===== src/lc3b_pkg.sv =====
`default_nettype none

package lc3b_pkg;

    typedef logic [15:0] lc3b_word;
    typedef logic [2:0]  lc3b_reg;
    typedef logic [2:0]  lc3b_nzp;

    // LC-3b encodings of the supported subset
    typedef enum logic [3:0] {
        op_br  = 4'b0000,
        op_add = 4'b0001,
        op_and = 4'b0101,
        op_ldr = 4'b0110,
        op_str = 4'b0111,
        op_not = 4'b1001
    } lc3b_opcode;

    typedef enum logic [1:0] {
        alu_add,
        alu_and,
        alu_not,
        alu_pass
    } lc3b_aluop;

    // ADD, AND, NOT
    typedef struct packed {
        lc3b_opcode opcode;
        lc3b_reg    dest;
        lc3b_reg    src1;
        logic       imm_flag;
        logic [4:0] imm5_src2;    // imm5, or src2 in [2:0]
    } lc3b_op_fmt_t;

    // LDR, STR
    typedef struct packed {
        lc3b_opcode opcode;
        lc3b_reg    data_reg;     // dest for LDR, source for STR
        lc3b_reg    base;
        logic [5:0] offset6;
    } lc3b_mem_fmt_t;

    typedef struct packed {
        lc3b_opcode opcode;
        lc3b_nzp    nzp;
        logic [8:0] offset9;
    } lc3b_br_fmt_t;

    typedef union packed {
        lc3b_op_fmt_t  operate;
        lc3b_mem_fmt_t memory;
        lc3b_br_fmt_t  branch;
    } lc3b_instr_t;

    typedef struct packed {
        lc3b_opcode opcode;
        lc3b_aluop  aluop;
        logic       imm_flag;     // alu b from imm
        logic       load_regfile;
        logic       load_cc;
        logic       mem_read;
        logic       mem_write;
        logic       is_branch;
        logic       is_nop;
    } lc3b_ctrl_t;

    typedef struct packed {
        logic     read;
        logic     write;
        lc3b_word addr;
        lc3b_word wdata;
    } lc3b_mem_req_t;

    localparam lc3b_word RESET_PC = 16'h0000;
    localparam lc3b_word NOP_WORD = 16'h0000;    // BR with nzp = 000

endpackage

`default_nettype wire


===== src/lc3b_decoder.sv =====
`timescale 1ns/1ns
`default_nettype none

module lc3b_decoder
(
    input  wire lc3b_pkg::lc3b_instr_t instr,
    output lc3b_pkg::lc3b_ctrl_t       ctrl,
    output lc3b_pkg::lc3b_reg          sr1,
    output lc3b_pkg::lc3b_reg          sr2,
    output lc3b_pkg::lc3b_reg          dest,
    output lc3b_pkg::lc3b_word         imm
);
    import lc3b_pkg::*;

    always_comb
    begin
        ctrl        = '0;
        ctrl.opcode = instr.operate.opcode;
        ctrl.aluop  = alu_pass;
        sr1         = 3'b000;
        sr2         = 3'b000;
        dest        = 3'b000;
        imm         = 16'h0000;

        if (instr == NOP_WORD)
        begin
            ctrl.is_nop = 1'b1;
        end
        else
        begin
            case (instr.operate.opcode)
                op_add, op_and:
                begin
                    ctrl.aluop        = (instr.operate.opcode == op_add) ? alu_add : alu_and;
                    ctrl.imm_flag     = instr.operate.imm_flag;
                    ctrl.load_regfile = 1'b1;
                    ctrl.load_cc      = 1'b1;
                    sr1  = instr.operate.src1;
                    sr2  = instr.operate.imm5_src2[2:0];
                    dest = instr.operate.dest;
                    imm  = {{11{instr.operate.imm5_src2[4]}}, instr.operate.imm5_src2};
                end
                op_not:
                begin
                    ctrl.aluop        = alu_not;
                    ctrl.load_regfile = 1'b1;
                    ctrl.load_cc      = 1'b1;
                    sr1  = instr.operate.src1;
                    dest = instr.operate.dest;
                end
                op_ldr, op_str:
                begin
                    ctrl.aluop    = alu_add;    // base + offset
                    ctrl.imm_flag = 1'b1;
                    sr1 = instr.memory.base;
                    imm = {{9{instr.memory.offset6[5]}}, instr.memory.offset6, 1'b0};
                    if (instr.memory.opcode == op_ldr)
                    begin
                        ctrl.mem_read     = 1'b1;
                        ctrl.load_regfile = 1'b1;
                        ctrl.load_cc      = 1'b1;
                        dest = instr.memory.data_reg;
                    end
                    else
                    begin
                        ctrl.mem_write = 1'b1;
                        sr2 = instr.memory.data_reg;    // store data on b port
                    end
                end
                op_br:
                begin
                    ctrl.aluop     = alu_add;    // npc + offset
                    ctrl.imm_flag  = 1'b1;
                    ctrl.is_branch = 1'b1;
                    dest = instr.branch.nzp;    // nzp rides in the dest field
                    imm  = {{6{instr.branch.offset9[8]}}, instr.branch.offset9, 1'b0};
                end
                default:
                    ctrl.is_nop = 1'b1;    // unsupported opcode
            endcase
        end
    end

endmodule

`default_nettype wire


===== src/lc3b_regfile.sv =====
`timescale 1ns/1ns
`default_nettype none

module lc3b_regfile
(
    input  wire                     clk,
    input  wire                     arst_n,
    input  wire                     load,
    input  wire lc3b_pkg::lc3b_reg  dest,
    input  wire lc3b_pkg::lc3b_word in,
    input  wire lc3b_pkg::lc3b_reg  src_a,
    input  wire lc3b_pkg::lc3b_reg  src_b,
    output lc3b_pkg::lc3b_word      reg_a,
    output lc3b_pkg::lc3b_word      reg_b
);
    import lc3b_pkg::*;

    lc3b_word regs [8];

    always_ff @(posedge clk or negedge arst_n)
    begin
        if (!arst_n)
            regs <= '{default: '0};
        else if (load)
            regs[dest] <= in;
    end

    // read is combinational
    assign reg_a = regs[src_a];
    assign reg_b = regs[src_b];

endmodule

`default_nettype wire


===== src/lc3b_datapath.sv =====
`timescale 1ns/1ns
`default_nettype none

module lc3b_datapath
(
    input  wire                     clk,
    input  wire                     arst_n,
    output lc3b_pkg::lc3b_mem_req_t fetch_req,
    input  wire                     fetch_resp,
    output lc3b_pkg::lc3b_mem_req_t data_req,
    input  wire                     data_resp,
    input  wire lc3b_pkg::lc3b_word rdata
);
    import lc3b_pkg::*;

    typedef struct packed {
        lc3b_reg  sr1;
        lc3b_reg  sr2;
        lc3b_reg  dest;    // nzp for BR
        lc3b_word imm;
        lc3b_word npc;
    } ex_data_t;

    typedef struct packed {
        lc3b_word result;    // alu result, load/store address or branch target
        lc3b_word wdata;
        lc3b_reg  dest;
    } mw_data_t;

    lc3b_word    pc;
    logic        fetch_started;
    logic        fbuf_valid;
    lc3b_word    fbuf;
    logic        data_done;
    lc3b_word    dbuf;
    lc3b_instr_t fetch_instr;
    lc3b_ctrl_t  dec_ctrl;
    lc3b_reg     dec_sr1;
    lc3b_reg     dec_sr2;
    lc3b_reg     dec_dest;
    lc3b_word    dec_imm;
    lc3b_ctrl_t  ex_ctrl;
    ex_data_t    ex_data;
    ex_data_t    ex_data_d;
    lc3b_ctrl_t  mw_ctrl;
    lc3b_ctrl_t  mw_ctrl_d;
    mw_data_t    mw_data;
    mw_data_t    mw_data_d;
    lc3b_nzp     cc;
    lc3b_nzp     cc_d;
    lc3b_word    reg_a;
    lc3b_word    reg_b;
    lc3b_word    fwd_a;
    lc3b_word    fwd_b;
    lc3b_word    alu_a;
    lc3b_word    alu_b;
    lc3b_word    alu_out;
    lc3b_word    load_data;
    lc3b_word    wb_value;
    logic        mw_mem;
    logic        global_load;
    logic        br_taken;

    always_comb
    begin
        mw_mem      = mw_ctrl.mem_read | mw_ctrl.mem_write;
        global_load = (fetch_resp | fbuf_valid) & (data_resp | data_done | ~mw_mem);
        load_data   = data_done ? dbuf : rdata;
        wb_value    = mw_ctrl.mem_read ? load_data : mw_data.result;
        br_taken    = mw_ctrl.is_branch & ~mw_ctrl.is_nop & |(mw_data.dest & cc);
        fetch_instr = br_taken ? NOP_WORD : (fbuf_valid ? fbuf : rdata);    // squash on flush

        ex_data_d = '{sr1: dec_sr1, sr2: dec_sr2, dest: dec_dest, imm: dec_imm,
                      npc: pc + 16'd2};

        // writeback result forwarded into execute
        fwd_a = (mw_ctrl.load_regfile && mw_data.dest == ex_data.sr1) ? wb_value : reg_a;
        fwd_b = (mw_ctrl.load_regfile && mw_data.dest == ex_data.sr2) ? wb_value : reg_b;
        alu_a = (ex_ctrl.opcode == op_br) ? ex_data.npc : fwd_a;
        alu_b = ex_ctrl.imm_flag ? ex_data.imm : fwd_b;

        case (ex_ctrl.aluop)
            alu_add: alu_out = alu_a + alu_b;
            alu_and: alu_out = alu_a & alu_b;
            alu_not: alu_out = ~alu_a;
            default: alu_out = alu_b;
        endcase

        mw_ctrl_d = ex_ctrl;
        if (br_taken)
        begin
            mw_ctrl_d        = '0;    // bubble replaces the execute instruction
            mw_ctrl_d.is_nop = 1'b1;
        end
        mw_data_d = '{result: alu_out, wdata: fwd_b, dest: ex_data.dest};

        if (wb_value[15])
            cc_d = 3'b100;
        else if (wb_value == 16'h0000)
            cc_d = 3'b010;
        else
            cc_d = 3'b001;

        fetch_req = '{read: fetch_started & ~fbuf_valid, write: 1'b0, addr: pc,
                      wdata: 16'h0000};
        data_req  = '{read: mw_ctrl.mem_read & ~data_done, write: mw_ctrl.mem_write & ~data_done,
                      addr: mw_data.result, wdata: mw_data.wdata};
    end

    always_ff @(posedge clk or negedge arst_n)
    begin
        if (!arst_n)
        begin
            pc            <= RESET_PC;
            fetch_started <= 1'b0;    // bus quiet in the first cycle
            fbuf_valid    <= 1'b0;
            data_done     <= 1'b0;
            ex_ctrl       <= '0;
            mw_ctrl       <= '0;
            cc            <= 3'b010;
        end
        else
        begin
            fetch_started <= 1'b1;
            if (global_load)
            begin
                pc         <= br_taken ? mw_data.result : pc + 16'd2;
                fbuf_valid <= 1'b0;
                data_done  <= 1'b0;
                ex_ctrl    <= dec_ctrl;
                mw_ctrl    <= mw_ctrl_d;
                if (mw_ctrl.load_cc)
                    cc <= cc_d;
            end
            else
            begin
                if (fetch_resp)
                    fbuf_valid <= 1'b1;
                if (data_resp)
                    data_done <= 1'b1;
            end
        end
    end

    always_ff @(posedge clk)
    begin
        if (global_load)
        begin
            ex_data <= ex_data_d;
            mw_data <= mw_data_d;
        end
        if (fetch_resp && !global_load)
            fbuf <= rdata;    // early fetch word
        if (data_resp && !global_load)
            dbuf <= rdata;    // early load word
    end

    lc3b_decoder decoder_i
    (
        .instr (fetch_instr),
        .ctrl  (dec_ctrl),
        .sr1   (dec_sr1),
        .sr2   (dec_sr2),
        .dest  (dec_dest),
        .imm   (dec_imm)
    );

    lc3b_regfile regfile_i
    (
        .clk    (clk),
        .arst_n (arst_n),
        .load   (global_load & mw_ctrl.load_regfile),
        .dest   (mw_data.dest),
        .in     (wb_value),
        .src_a  (ex_data.sr1),
        .src_b  (ex_data.sr2),
        .reg_a  (reg_a),
        .reg_b  (reg_b)
    );

endmodule

`default_nettype wire


===== src/mem_arbiter.sv =====
`timescale 1ns/1ns
`default_nettype none

module mem_arbiter
(
    input  wire                          clk,
    input  wire                          arst_n,
    input  wire lc3b_pkg::lc3b_mem_req_t fetch_req,
    input  wire lc3b_pkg::lc3b_mem_req_t data_req,
    output logic                         fetch_resp,
    output logic                         data_resp,
    output lc3b_pkg::lc3b_mem_req_t      mem_req,
    input  wire                          mem_resp
);
    import lc3b_pkg::*;

    logic busy;
    logic owner;    // 1 = data port
    logic fetch_pend;
    logic data_pend;
    logic sel_data;

    always_comb
    begin
        fetch_pend = fetch_req.read | fetch_req.write;
        data_pend  = data_req.read | data_req.write;
        sel_data   = busy ? owner : data_pend;    // data wins when idle

        mem_req    = sel_data ? data_req : fetch_req;
        fetch_resp = mem_resp & ~sel_data;
        data_resp  = mem_resp & sel_data;
    end

    // grant held until the access completes
    always_ff @(posedge clk or negedge arst_n)
    begin
        if (!arst_n)
        begin
            busy  <= 1'b0;
            owner <= 1'b0;
        end
        else if (mem_resp)
        begin
            busy <= 1'b0;
        end
        else if (!busy && (fetch_pend || data_pend))
        begin
            busy  <= 1'b1;
            owner <= data_pend;
        end
    end

endmodule

`default_nettype wire


===== src/lc3b_cpu.sv =====
`timescale 1ns/1ns
`default_nettype none

module lc3b_cpu
(
    input  wire                     clk,
    input  wire                     arst_n,
    output lc3b_pkg::lc3b_mem_req_t mem_req,
    input  wire lc3b_pkg::lc3b_word mem_rdata,
    input  wire                     mem_resp
);
    import lc3b_pkg::*;

    lc3b_mem_req_t fetch_req;
    lc3b_mem_req_t data_req;
    logic          fetch_resp;
    logic          data_resp;

    lc3b_datapath datapath_i
    (
        .clk        (clk),
        .arst_n     (arst_n),
        .fetch_req  (fetch_req),
        .fetch_resp (fetch_resp),
        .data_req   (data_req),
        .data_resp  (data_resp),
        .rdata      (mem_rdata)    // shared by both ports
    );

    mem_arbiter arbiter_i
    (
        .clk        (clk),
        .arst_n     (arst_n),
        .fetch_req  (fetch_req),
        .data_req   (data_req),
        .fetch_resp (fetch_resp),
        .data_resp  (data_resp),
        .mem_req    (mem_req),
        .mem_resp   (mem_resp)
    );

endmodule

`default_nettype wire


===== config.mk =====
export PLATFORM = sky130hd
export DESIGN_NAME = lc3b_cpu
export DESIGN_NICKNAME = d
export VERILOG_FILES = /design/src/lc3b_pkg.sv /design/src/lc3b_decoder.sv /design/src/lc3b_regfile.sv /design/src/lc3b_datapath.sv /design/src/mem_arbiter.sv /design/src/lc3b_cpu.sv
export SDC_FILE = /design/constraint.sdc
export NUM_CORES = 1
export LEC_CHECK = 0
export BUFFER_PORTS_ARGS = -buffer_cell sky130_fd_sc_hd__buf_2
export CAP_MARGIN = 5
export CORE_ASPECT_RATIO = 0.6
export CORE_MARGIN = 4
export CORE_UTILIZATION = 35
export CTS_CLUSTER_SIZE = 12
export DETAILED_ROUTE_END_ITERATION = 12
export GPL_TIMING_DRIVEN = 0
export PLACE_DENSITY = 0.47
export SLEW_MARGIN = 20
export SYNTH_ARGS = -nofsm -noshare
export SYNTH_HDL_FRONTEND = slang
export SYNTH_SLANG_ARGS = --single-unit

===== constraint.sdc =====
create_clock -name clk -period 5 [get_ports clk]
set_clock_uncertainty 0.05 [all_clocks]
set_input_delay 0.25 -clock clk [delete_from_list [all_inputs] [get_ports clk]]
set_output_delay 0.25 -clock clk [all_outputs]
set_load 0.05 [all_outputs]

; After elaboration in Yosys (flattened, before gate mapping)
; Cells that the tools add are included.
[totals]
out_inout_bits = 34
register_bits = 279
in_bits = 19
wordCells = 156
[op_classes]
n_mux = 46
n_bitwise = 27
order_cmp = 4
n_reduce_logical = 28
n_eq_ne = 9
addsub = 2
[ops]
columns = operator, count
row1 = $mux 16, 14
row2 = $bwmux 128, 1
row3 = $bmux 16 s3, 2
row4 = $pmux 16 s3, 2
row5 = $demux 16 s3, 1
row6 = $mux 34, 1
row7 = $logic_not 16->1, 2
row8 = $add 16x16->16, 1
row9 = $add 16x2->16 const B, 1
row10 = $and 16x16->16, 1
row11 = $not 16->16, 1
row12 = $eq 4x3->1 const B, 3
row13 = $ge 4x4->1 const B, 3
row14 = $mux 1, 12
row15 = $mux 3, 4
row16 = $not 3->4, 3
row17 = $pmux 3 s2, 2
row18 = $and 1x1->1, 9
row19 = $reduce_or 3->1, 3
row20 = $logic_not 4->1, 2
row21 = $mux 8, 1
row22 = $not 1->1, 7
row23 = $eq 3x3->1, 2
row24 = $logic_and 1x1->1, 6
row25 = 21 further kinds, 32

; Depth between registers and ports, before layout
; Gate-level depths: netlist of run 1.
[logic_depth]
word_depth = 10
ltp_mapped = 18
depth_no_buf = 16

; Modules after synthesis
; Synthesis of run 1 repeated with hierarchy kept, for this count alone.
[hier_totals]
hier_cells = 1302
area_unflattened_um2 = 16811.1
[modules_own_cells]
columns = module, area_each_um2, n_inst, seq_area_each_um2, cells_per_inst
row1 = lc3b_datapath, 8548.2, 1, 4270.3, 766
row2 = lc3b_regfile, 7000.5, 1, 3203.1, 393
row3 = mem_arbiter, 666.9, 1, 50.0, 55
row4 = lc3b_decoder, 595.6, 1, 0.0, 88

; Worst setup path after synthesis of run 1
; Ideal clock, no wire load.
[synth_path]
kind = register to register
startpoint = register datapath_i.mw_ctrl[3] (netlist bit)
endpoint = register datapath_i.mw_data (netlist bit datapath_i.data_req[0]) (enable)
path_stages_with_launch = 11
setup_time_ns = 0.461
period_less_slack_ns = 4.371
arrival_time_ns = 3.860
required_time_ns = 4.489
path_buffers = 4
path_slack_ns = 0.629
path_cell_list = dfrtp_1 -> buf_2 -> o21bai_4 -> nand2_1 -> o21ai_2 -> nand2_1 -> o21a_1 -> buf_2 -> clkinv_1 -> clkbuf_1 -> buf_1
[synth_via]
elab_chain_cells = 7
[synth_rtl]
columns = item, line
row1 = "start, declared", lc3b_datapath.sv:45  ; lc3b_ctrl_t mw_ctrl;
row2 = "start signal, assigned", lc3b_datapath.sv:131  ; mw_ctrl <= mw_ctrl_d;
row3 = $and 1x1->1, lc3b_datapath.sv:106  ; data_req = '{read: mw_ctrl.mem_read & ~data_done, write: mw_ctrl.mem_write & ~data_done,
row4 = $or 1x1->1, mem_arbiter.sv:26  ; data_pend = data_req.read | data_req.write;
row5 = $mux 1, mem_arbiter.sv:27  ; sel_data = busy ? owner : data_pend;
row6 = $and 1x1->1 or $not 1->1 (tied branches), "mem_arbiter.sv:31, mem_arbiter.sv:30"
row7 = $or 1x1->1 or $and 1x1->1 (tied branches), "lc3b_datapath.sv:67, mem_arbiter.sv:30"
row8 = $or 1x1->1, lc3b_datapath.sv:67  ; global_load = (fetch_resp | fbuf_valid) & (data_resp | data_done | ~mw_mem);
row9 = $and 1x1->1 *, lc3b_datapath.sv:67
row10 = via datapath_i.global_load, lc3b_datapath.sv:61  ; logic global_load;
row11 = "end signal, assigned", lc3b_datapath.sv:150  ; mw_data <= mw_data_d;
row12 = "end, declared", lc3b_datapath.sv:47  ; mw_data_t mw_data;
; The timed path passes the listed nets; every way through them passes the cells marked *.
; A chain may end at the register's enable or synchronous reset.

; Final worst setup path of run 1
[layout_path]
startpoint = register datapath_i.data_done
endpoint = register datapath_i.mw_data (netlist bit datapath_i.data_req[29]) (data pin)
[layout_via]
elab_chain_cells = 6
[layout_rtl]
columns = item, line
row1 = "start, declared", lc3b_datapath.sv:34  ; logic data_done;
row2 = "start signal, assigned", lc3b_datapath.sv:117  ; data_done <= 1'b0;
row3 = "start signal, assigned", lc3b_datapath.sv:129  ; data_done <= 1'b0;
row4 = "start signal, assigned", lc3b_datapath.sv:140  ; data_done <= 1'b1;
row5 = $mux 16 *, lc3b_datapath.sv:68  ; load_data = data_done ? dbuf : rdata;
row6 = $mux 16 *, lc3b_datapath.sv:69  ; wb_value = mw_ctrl.mem_read ? load_data : mw_data.result;
row7 = $mux 16 (on tied branches), "lc3b_datapath.sv:77, lc3b_datapath.sv:78"
row8 = $mux 16 (on tied branches), "lc3b_datapath.sv:79, lc3b_datapath.sv:80"
row9 = "$add 16x16->16, or another cell as far along", lc3b_datapath.sv:83  ; alu_add: alu_out = alu_a + alu_b;
row10 = $pmux 16 s3 *, lc3b_datapath.sv:82  ; case (ex_ctrl.aluop)
row11 = via datapath_i.alu_out[13], lc3b_datapath.sv:57  ; lc3b_word alu_out;
; Marks and branches as above.

==> results of run 1 <==
-- cell usage in the layout (no fill, tap or decap), drive strengths merged, types with 17 or more instances in the layout --
cell and instances:
mux2 160, nor2 65, dlygate4sd3 18, nand2 119, edfxtp 102, inv 31
dfrtp 168, clkbuf 109, mux2i 63, o21ai 78, buf 88, ha 17
mux4 69, nand3 29, nor2b 27, a21oi 59, xnor2 21
-- flip-flops by register name, indices dropped and copies added (netlist names) --
| name | cells |
|---|---|
| datapath_i.mw_data | 3 |
| datapath_i.fbuf_valid | 1 |
| datapath_i.dbuf | 16 |
| datapath_i.pc | 16 |
| datapath_i.data_req | 32 |
| datapath_i.fbuf | 16 |
| datapath_i.ex_data | 35 |
| arbiter_i.busy | 1 |
| datapath_i.mw_ctrl | 5 |
| datapath_i.ex_ctrl | 12 |
| datapath_i.fetch_started | 1 |
| datapath_i.data_done | 1 |
| datapath_i.regfile_i.regs | 128 |
| datapath_i.cc | 3 |
| arbiter_i.owner | 1 |
-- power by group --
group	internal, mW	total [mW]	switching (mW)
Clock	1.22	2.15	0.926
Combinational	2.38	6.05	3.68
Sequential	3.28	3.82	0.541
-- layout make-up --
| type | instances | share of cell area, % |
|---|---|---|
| clock inverters | 4 | 0.123 |
| flip-flops and latches | 271 | 42.2 |
| repair buffers | 76 | 3.15 |
| well taps | 570 | 4.13 |
| plain buffers | 90 | 2.37 |
| inverters | 31 | 0.673 |
| multi-input cells | 851 | 42.1 |
| clock buffers | 49 | 5.23 |
-- stage by stage --
step                util [%]  cell area, sq um  worst slack [ns]  setup TNS, ns  cells
finish                  41.0             17300             0.269              0   1942
global route            41.0             17300          -0.00621       -0.00621   1942
CTS                     40.9             17300            0.0313              0   1942
detailed placement      38.3             16200           -0.0125        -0.0125   1871
global placement        38.0             16000             -1.39        -108.36   1865
floorplan                  -             15000             0.629              0   1243
-- path summary, 6_finish.rpt --
| check | start | cells past startpoint | slack [ns] | to |
|---|---|---|---|---|
| worst min register to register | datapath_i.ex_data[32] | 0 | 0.36 | datapath_i.mw_data[0] |
| max in group asynchronous | arst_n | 3 | 3.70 | datapath_i.regfile_i.regs[114] |
| min in group clk | datapath_i.ex_data[32] | 0 | 0.36 | datapath_i.mw_data[0] |
| worst max register to register | datapath_i.data_done | 16 | 0.27 | datapath_i.data_req[29] |
| worst min-delay path | arst_n | 2 | 0.23 | datapath_i.pc[14] |
| worst max-delay path | datapath_i.data_done | 16 | 0.27 | datapath_i.data_req[29] |
-- repair_timing --
action	CTS	global route
pin swaps	0	0
gates resized for setup	1	19
endpoints found under the setup margin	1	4
hold buffers	18	0
endpoints found under the hold margin	117	0
-- metal layers --
| layer | GRT usage [%] | vias up | part of all wire (%) |
|---|---|---|---|
| met5 | 0 | - | 0 |
| met4 | 2.47 | 0 | 1.1 |
| met3 | 5.48 | 42 | 8.3 |
| met2 | 27.2 | 370 | 39 |
| met1 | 34.0 | 5393 | 52 |
| li1 | - | 4835 | - |
-- logic make-up (layout without fill, tap and decap cells) --
family / Yosys count / in the layout
simple gates: 295 / 295
mux: 292 / 292
flops: 271 / 271
compound gates: 212 / 212
buf+inv: 121 / 250
xor+xnor: 33 / 33
fa+ha+maj: 18 / 18
other cells: 1 / 1
==> out/results.tsv, run 1 <==
metric	value	unit
total_power	12.0	mW
crit_family	compound AO/OA/AOI/OAI gates	
numClockSinks	271	
antenna_cells	0	
fin_hold_ws	0.231	ns
grt_pass1_wl	70700	microns
synth-compound-area-share	8.84	%
cts_tree	built	
synthXorXnorAreaFrac	1.97	%
io_pins	53	
yosysTopAreaCellShare	27.9	%
syn_area_per_cell	12.1	sq um
grt_pass1_vias	10500	
finalCriticalPeriod	4.73	ns
cts_root_buffer	clkbuf_16	
htreeDepth	1	
p_per_area	695	nW/um^2
drt_iter0_drc	1033	
slew_headroom	21.6	%
p_leak	7.37	nW
status	finished clean	
synth_top_family_by_area	multiplexers	
synthFlopType	dfrtp_1	
hp-class	input port to asynchronous set/reset pin	
nFillCells	4033	
die_x	276	microns
synth_fp_nets	1280	
cp-start-kind	flip-flop	
route.detailed.drc	0	
drtPass1Iterations	5	
post-synth-top-area-cell	dfrtp_1	
max_stage_delay	0.43	ns
ys_seq_area_share	48.5	%
synth.area.top_cells	dfrtp_1 (28%), edfxtp_1 (20%), mux2_2 (12%)	
die_h	169	microns
syn_inst	1243	
layout.nets	1387	
vdd_drop_max	269	uV
synth_cell_types	73	
yosysWarnings	0	
crit_type	flip-flop to flip-flop	
fmax	0.211	GHz
multi_input_area	7290	sq um
wl	47200	microns
cts_setup_buffers	0	
wl_per_cell	24.3	microns
port_buffers	52	
muxShareOfSynthArea	26.5	%
cts.reportedPaths.clkPinSlew	0.06	ns
drive_gt1_share	28.4	%
post-synth-top-count-cell	dfrtp_1	
clk_latency	0.57	ns
synthArstFlopShare	62.4	%
start_util	35.7	%
setup_violations	0	
synth-simple-area-share	9.27	%
gp_congestion	0.906	
critPathCaptureType	flip-flop	
cp_max_fo	10	
synthAdderAreaFrac	1.55	%
rsz0062_at_grt	true	
antenna_found_initial	0	
ant_nets	0	
required	5.29	ns
ys_top_cells_by_count	dfrtp_1 (168), mux2_2 (160), nand2_1 (119)	
avgViaCountPerCell	5.48	
hpwl	34900	microns
vias	10600	
grt_max_degree	89	
synth-seq-cells	271	
hold_viol_final	0	
core	42200	sq um
seq_area	7290	sq um
placementRows	58	
finalCritPeriodShare	94.6	%
synth_edf_count	102	
tightest_slew	1.17	ns
cts_buffers	29	
overflow	0	
crit_chain	buf_4 > clkbuf_4 > mux2i_2 > a21oi_1 > clkbuf_1 > o21ai_0 > o21ai_0 > ha_1 > a21o_1 > a21o_1 > a21o_1 > a21oi_1 > o21ai_0 > a311oi_1 > xor2_1 > a221oi_1	
arrival	5.02	ns
clk_path_buf_depth	3	
track_usage	20.6	%
slowest_stage	mux2i_2	
dieArea	46500	sq um
drv_slew	0	
netlist_area	15000	sq um
maxCapViolCount	0	
crit_buf_inv	3	
syn2layout_area_growth	14.9	%
(Power assumes the default switching activity.)
==> inputs of run 2 (changes only) <==
- CTS_CLUSTER_DIAMETER: unset -> 80
- SYNTH_HIERARCHICAL: unset -> 1
==> run 2 against run 1 <==
Effect of this change: synthesized cell count grew 4.7%; sequential cell count grew 8; sequential power grew 8.1%; combinational power grew 25%; maximum frequency shrank 1.7%; worst hold slack lost 0.028 ns; non-clock buffer count grew 51; design area grew 9.9%; clock power shrank 12%; sequential share of layout area shrank 2.6 points; register-to-register slack lost 0.08 ns; utilization shrank 0.45 points; critical endpoint is now datapath_i/data_req[28]; largest power group unchanged; highest routed layer unchanged.
==> out/results.tsv, run 2 <==
metric	value	unit	change
cts_root_buffer	clkbuf_16		
place_ws	-0.839	ns	-0.827 ns
largest_reg_flops	128		unchanged
cts.reportedPaths.clkPinSlew	0.07	ns	about the same
finalCritPeriodShare	96.3	%	+1.6 points
grt_max_degree	93		+4.5%
layout.nets	1457		+5.0%
core	46900	sq um	+11%
route.detailed.drc	0		unchanged
hp-class	input port to asynchronous set/reset pin		
post-synth-top-count-cell	mux2_2		
largest_register	datapath_i/regfile_i/regs		
crit_type	flip-flop to flip-flop		
dpl.cell_count	2003		+7.1%
wl	50300	microns	+6.4%
placementRows	61		+5.2%
p_leak	8.44	nW	+15%
required	5.25	ns	-0.04 ns
vdd_drop_max	242	uV	-10%
vias	11100		+4.8%
syn2layout_area_growth	13.0	%	
grt_pass1_vias	11000		+5.1%
gp_congestion	0.868		-4.2%
syn_inst	1302		+4.7%
slew_headroom	26.4	%	+4.9 points
start_util	35.9	%	+0.20 points
hold_viol_final	0		unchanged
critPathCaptureType	flip-flop		
cp-start-kind	flip-flop		
syn_area_per_cell	12.9	sq um	+6.7%
seq_area	7520	sq um	+3.2%
die_x	291	microns	+5.6%
synth-seq-cells	279		+3.0%
synthFlopType	dfrtp_1		
port_buffers	52		unchanged
synth_edf_count	108		+5.9%
numClockSinks	279		+3.0%
drt_iter0_drc	887		-14%
synth.area.top_cells	dfrtp_1 (25%), edfxtp_1 (19%), mux2_2 (12%)		
total_power	13.6	mW	+13%
yosysTopAreaCellShare	25.3	%	-2.6 points
cts_buffers	27		-6.9%
grt_pass1_wl	74500	microns	+5.4%
synthArstFlopShare	61.3	%	-1.1 points
io_pins	53		unchanged
mostFrequentLayoutCell	mux2_2		
die_h	178	microns	+5.4%
ys_top_cells_by_count	mux2_2 (182), dfrtp_1 (170), edfxtp_1 (108)		
finalCriticalPeriod	4.81	ns	+0.0825 ns
synth_cell_types	87		+19%
arrival	5.06	ns	+0.04 ns
tightest_slew	1.10	ns	-0.0631 ns
maxCapViolCount	0		unchanged
setup_slack	0.187	ns	-0.0825 ns
fmax	0.208	GHz	-1.7%
antenna_found_initial	1		+1
multi_input_area	8320	sq um	+14%
netlist_area	16800	sq um	+12%
drtPass1Iterations	5		unchanged
final_cell_mix	mux2_2 (182), dfrtp_1 (170), edfxtp_1 (108)		
fin_hold_ws	0.204	ns	-0.0276 ns
dieArea	51700	sq um	+11%
drv_slew	0		unchanged
status	finished clean		
ant_nets	0		unchanged
clk_latency	0.56	ns	about the same
yosysWarnings	6		+6
hpwl	37700	microns	+8.0%
clk_path_buf_depth	3		unchanged
avgViaCountPerCell	5.39		-1.6%
overflow	0		unchanged
post-synth-top-area-cell	dfrtp_1		
cp_max_fo	10		unchanged
p_per_area	715	nW/um^2	+2.8%
htreeDepth	1		unchanged
cts_tree	built		
fin_cells	2068		+6.5%
drive_gt1_share	33.7	%	+5.3 points
wl_per_cell	24.3	microns	about the same
setup_violations	0		unchanged
nFillCells	4494		+11%
track_usage	19.4	%	-1.2 points
rsz0062_at_grt	false		
ys_seq_area_share	44.8	%	-3.7 points
==> run 2: changes by cell type after synthesis, sizes merged, moves of 7 or more <==
| cell | change |
|---|---|
| nor2b | -17 |
| buf | +77 |
| mux2i | -17 |
| a21oi | -7 |
| clkbuf | -25 |
| nand3 | -14 |
| nand2 | -28 |
| o21ai | -15 |
| xor2 | +7 |
| mux2 | +59 |
| nor2 | +10 |
==> run 2: worst max-delay path, stage by stage (launching register included) <==
cell	delay [ns]
edfxtp_1	0.52
buf_1	0.70
mux4_1	0.39
mux2_2	0.30
mux2_2	0.34
mux2_2	0.33
xor2_1	0.52
and4_1	0.29
nand4_1	0.27
a31oi_1	0.31
xor2_1	0.08
mux4_2	0.45
==> run 2: metal layers <==
metal / vias up / track usage (%) / wire (microns)
met2: 305 / 25.5 / 19100
li1: 5050 / - / -
met5: - / 0 / 0
met1: 5756 / 32.2 / 27100
met3: 35 / 4.68 / 3580
met4: 0 / 2.12 / 459
==> run 2: what timing repair did <==
action	4_1_cts	5_1_grt
endpoints found under the hold margin	113	0
setup endpoints to repair	128	15
resized for setup	4	9
pin swaps	1	0
hold buffers	18	0
setup buffers	3	0
==> run 2: worst paths after layout <==
| path | from | to | slack [ns] | cells after the start |
|---|---|---|---|---|
| worst max-delay path | datapath_i/ex_data[37] | datapath_i/data_req[28] | 0.19 | 11 |
| worst min-delay path | arst_n | datapath_i/regfile_i/regs[11] | 0.20 | 3 |
| worst max register to register | datapath_i/ex_data[37] | datapath_i/data_req[28] | 0.19 | 11 |
| worst min register to register | datapath_i/ex_data[32] | datapath_i/mw_data[0] | 0.37 | 0 |
| max in group asynchronous | arst_n | datapath_i/regfile_i/regs[82] | 3.78 | 4 |
| min in group clk | datapath_i/ex_data[32] | datapath_i/mw_data[0] | 0.37 | 0 |
==> run 2: area by class of cell <==
cell class,instances,share of cell area [%]
antenna,1,0.0132
buffer,141,5.00
clock buffer,42,3.85
clock inverter,2,0.105
inverter,28,0.553
multi-input combinational,869,43.8
sequential,279,39.6
tap,630,4.15
timing repair buffer,76,2.92
==> run 2: per-stage QoR <==
stage	instance area, sq um	util (%)	setup TNS, ns
after global placement	17900	38.2	-240.87
after floorplan	16900	-	0
after detailed placement	18000	38.5	-59.80
after CTS	19000	40.5	0
final	19000	40.5	0
after global routing	19000	40.5	0
==> run 2: power breakdown <==
part           internal, mW  switching (mW)
combinational          3.14            4.42
sequential             3.47           0.661
clock                  1.00           0.894
total                  7.61            5.97
==> run 2: cells by family after synthesis <==
kind of cell	after synthesis	synth area share, %
buffers and inverters	170	6.25
DFF	279	44.8
AOI/OAI and AO/OA	188	7.44
and+or+nand+nor	270	8.43
xor gates and xnor gates	38	2.20
muxes	337	29.5
adders and majority gates	18	1.37
other	2	0.0447
==> inputs of run 3 (changes only) <==
--- a/config.mk
+++ b/config.mk
@@ -14,5 +14,7 @@
 export CTS_CLUSTER_SIZE = 12
 export DETAILED_ROUTE_END_ITERATION = 12
+export GPL_ROUTABILITY_DRIVEN = 0
 export GPL_TIMING_DRIVEN = 0
+export HOLD_SLACK_MARGIN = 0.12
 export PLACE_DENSITY = 0.47
 export SLEW_MARGIN = 20
==> constraint.sdc (replaced) <==
create_clock -name clk -period 5 [get_ports clk]
set_clock_uncertainty 0.05 [all_clocks]
set_input_delay 0.75 -clock clk [delete_from_list [all_inputs] [get_ports clk]]
set_output_delay 0.75 -clock clk [all_outputs]
set_load 0.05 [all_outputs]
==> run 3 against run 2 <==
Effect of this change: setup slack got worse by 0.0018 ns; combinational power about the same; global-route usage decreased by 0.11 points; sequential cell count unchanged; critical path type unchanged; largest power group unchanged.
==> out/results.tsv, run 3 (synthesis gave the netlist of run 2 again) <==
metric	value	unit	change
highest_layer	met4		
cts_root_buffer	clkbuf_16		
placementRows	61		unchanged
numClockSinks	279		unchanged
setup_violations	0		unchanged
largest_reg_flops	128		unchanged
cp_max_fo	10		unchanged
rsz0062_at_grt	false		
vias	11100		-0.072%
io_pins	53		unchanged
maxCapViolCount	0		unchanged
start_util	35.9	%	unchanged
status	finished clean		
track_usage	19.3	%	-0.11 points
hp-class	input port to flip-flop		
htreeDepth	1		unchanged
drive_gt1_share	34.0	%	+0.33 points
avgViaCountPerCell	5.43		+0.81%
nFillCells	4512		+0.40%
final_cell_mix	mux2_2 (182), dfrtp_1 (170), edfxtp_1 (108)		
clk_path_buf_depth	3		unchanged
wl_per_cell	24.4	microns	+0.48%
antenna_cells	0		-1
cts_tree	built		
layout.nets	1441		-1.1%
largest_register	datapath_i/regfile_i/regs		
dpl.cell_count	2003		unchanged
slew_headroom	30.2	%	+3.7 points
finalCritPeriodShare	96.3	%	about the same
hold_viol_final	0		unchanged
cts.reportedPaths.clkPinSlew	0.07	ns	about the same
crit_type	flip-flop to flip-flop		
wl_met1	26900	microns	-0.56%
drt_iter0_drc	863		-2.7%
drv_slew	0		unchanged
port_buffers	52		unchanged
cts_buffers	27		unchanged
wl_met2	19000	microns	-0.54%
clk_latency	0.57	ns	about the same
fin_cells	2050		-0.87%
arrival	5.08	ns	+0.02 ns
vdd_drop_max	347	uV	+43%
p_per_area	719	nW/um^2	+0.67%
grt_pass1_vias	10900		-0.33%
route.detailed.drc	0		unchanged
dieArea	51700	sq um	unchanged
wl	50100	microns	-0.39%
overflow	0		unchanged
hpwl	37800	microns	+0.45%
antenna_found_initial	3		+2
grt_max_degree	78		-16%
p_leak	8.37	nW	-0.86%
mostFrequentLayoutCell	mux2_2		
finalCriticalPeriod	4.82	ns	+0.00185 ns
core	46900	sq um	unchanged
die_x	291	microns	unchanged
cp-start-kind	flip-flop		
wl_met3	3510	microns	-1.9%
fmax	0.208	GHz	about the same
die_h	178	microns	unchanged
required	5.26	ns	about the same
drtPass1Iterations	6		+1
setup-tns-final	0	ns	unchanged
ant_nets	0		unchanged
syn2layout_area_growth	12.0	%	
total_power	13.5	mW	-0.21%
critPathCaptureType	flip-flop		
tightest_slew	1.05	ns	-0.0559 ns
grt_pass1_wl	74400	microns	-0.19%
run 3: cell count changes in the layout (fill, tap and decap cells not counted), sizes merged:
cell and delta:
diode -1, clkdlybuf4s15 +1, dlygate4sd3 -17, buf -1
run 3: worst max-delay path, stage by stage (launching register included):
cell             delay [ns]
edfxtp_1               0.53
clkdlybuf4s15_1        0.73
mux4_1                 0.41
mux2_2                 0.15
nand2_1                0.04
o21ai_0                0.14
mux2_2                 0.22
ha_1                   0.19
inv_1                  0.06
fa_1                   0.49
o311ai_4               0.42
nand4_1                0.30
a31oi_1                0.29
xor2_1                 0.09
mux4_2                 0.45
run 3: metal layers:
layer  global-route usage [%]  vias to the layer above
met3                     4.12                       37
met1                     32.6                     5755
met4                     2.12                        0
met2                     25.0                      319
li1                         -                     5027
met5                        0                        -
run 3: what timing repair did:
item                                    in CTS  in global routing
hold buffers                                 1                  0
setup buffers                                3                  0
endpoints found under the hold margin       30                  0
endpoints found under the setup margin     128                 72
resized for setup                            4                  3
gates cloned                                 0                  0
pin swaps                                    1                  0
run 3: layout make-up:
type / count / area (sq um) / area share (%)
Clock inverter: 2 / 20.0 / 0.106
Sequential cell: 279 / 7520 / 39.9
Timing Repair Buffer: 59 / 385 / 2.05
Inverter: 28 / 105 / 0.558
Multi-Input combinational cell: 869 / 8330 / 44.2
Tap cell: 630 / 788 / 4.18
Clock buffer: 41 / 728 / 3.87
Buffer: 142 / 958 / 5.09
run 3: power by group:
group / switching [mW] / internal [mW] / leakage [nW]
Sequential: 0.649 / 3.47 / 3.31
Clock: 0.906 / 0.997 / 0.360
Combinational: 4.40 / 3.13 / 4.70
Total: 5.95 / 7.59 / 8.37
run 3: stage by stage:
step | utilization, % | hold slack, ns | worst slack [ns] | instance area [sq um]
floorplan | - | 0.350 | 0.0252 | 16900
global placement | 38.2 | 0.358 | -2.26 | 17900
detailed placement | 38.5 | 0.357 | -0.830 | 18000
CTS | 40.2 | 0.352 | 0.0273 | 18800
global route | 40.2 | 0.362 | 0.000699 | 18800
finish | 40.2 | 0.370 | 0.185 | 18800
run 3: final timing paths:
| kind | endpoint | slack (ns) | cells past startpoint | from |
|---|---|---|---|---|
| min | datapath_i/dbuf[15] | 0.37 | 1 | mem_rdata[15] |
| min in group asynchronous | datapath_i/regfile_i/regs[6] | 0.59 | 2 | arst_n |
| max reg2reg | datapath_i/data_req[28] | 0.18 | 14 | datapath_i/ex_data[37] |
| max | datapath_i/data_req[28] | 0.18 | 14 | datapath_i/ex_data[37] |
| min reg2reg | datapath_i/mw_data[1] | 0.37 | 0 | datapath_i/ex_data[33] |
| max in group asynchronous | datapath_i/cc[1] | 3.18 | 4 | arst_n |
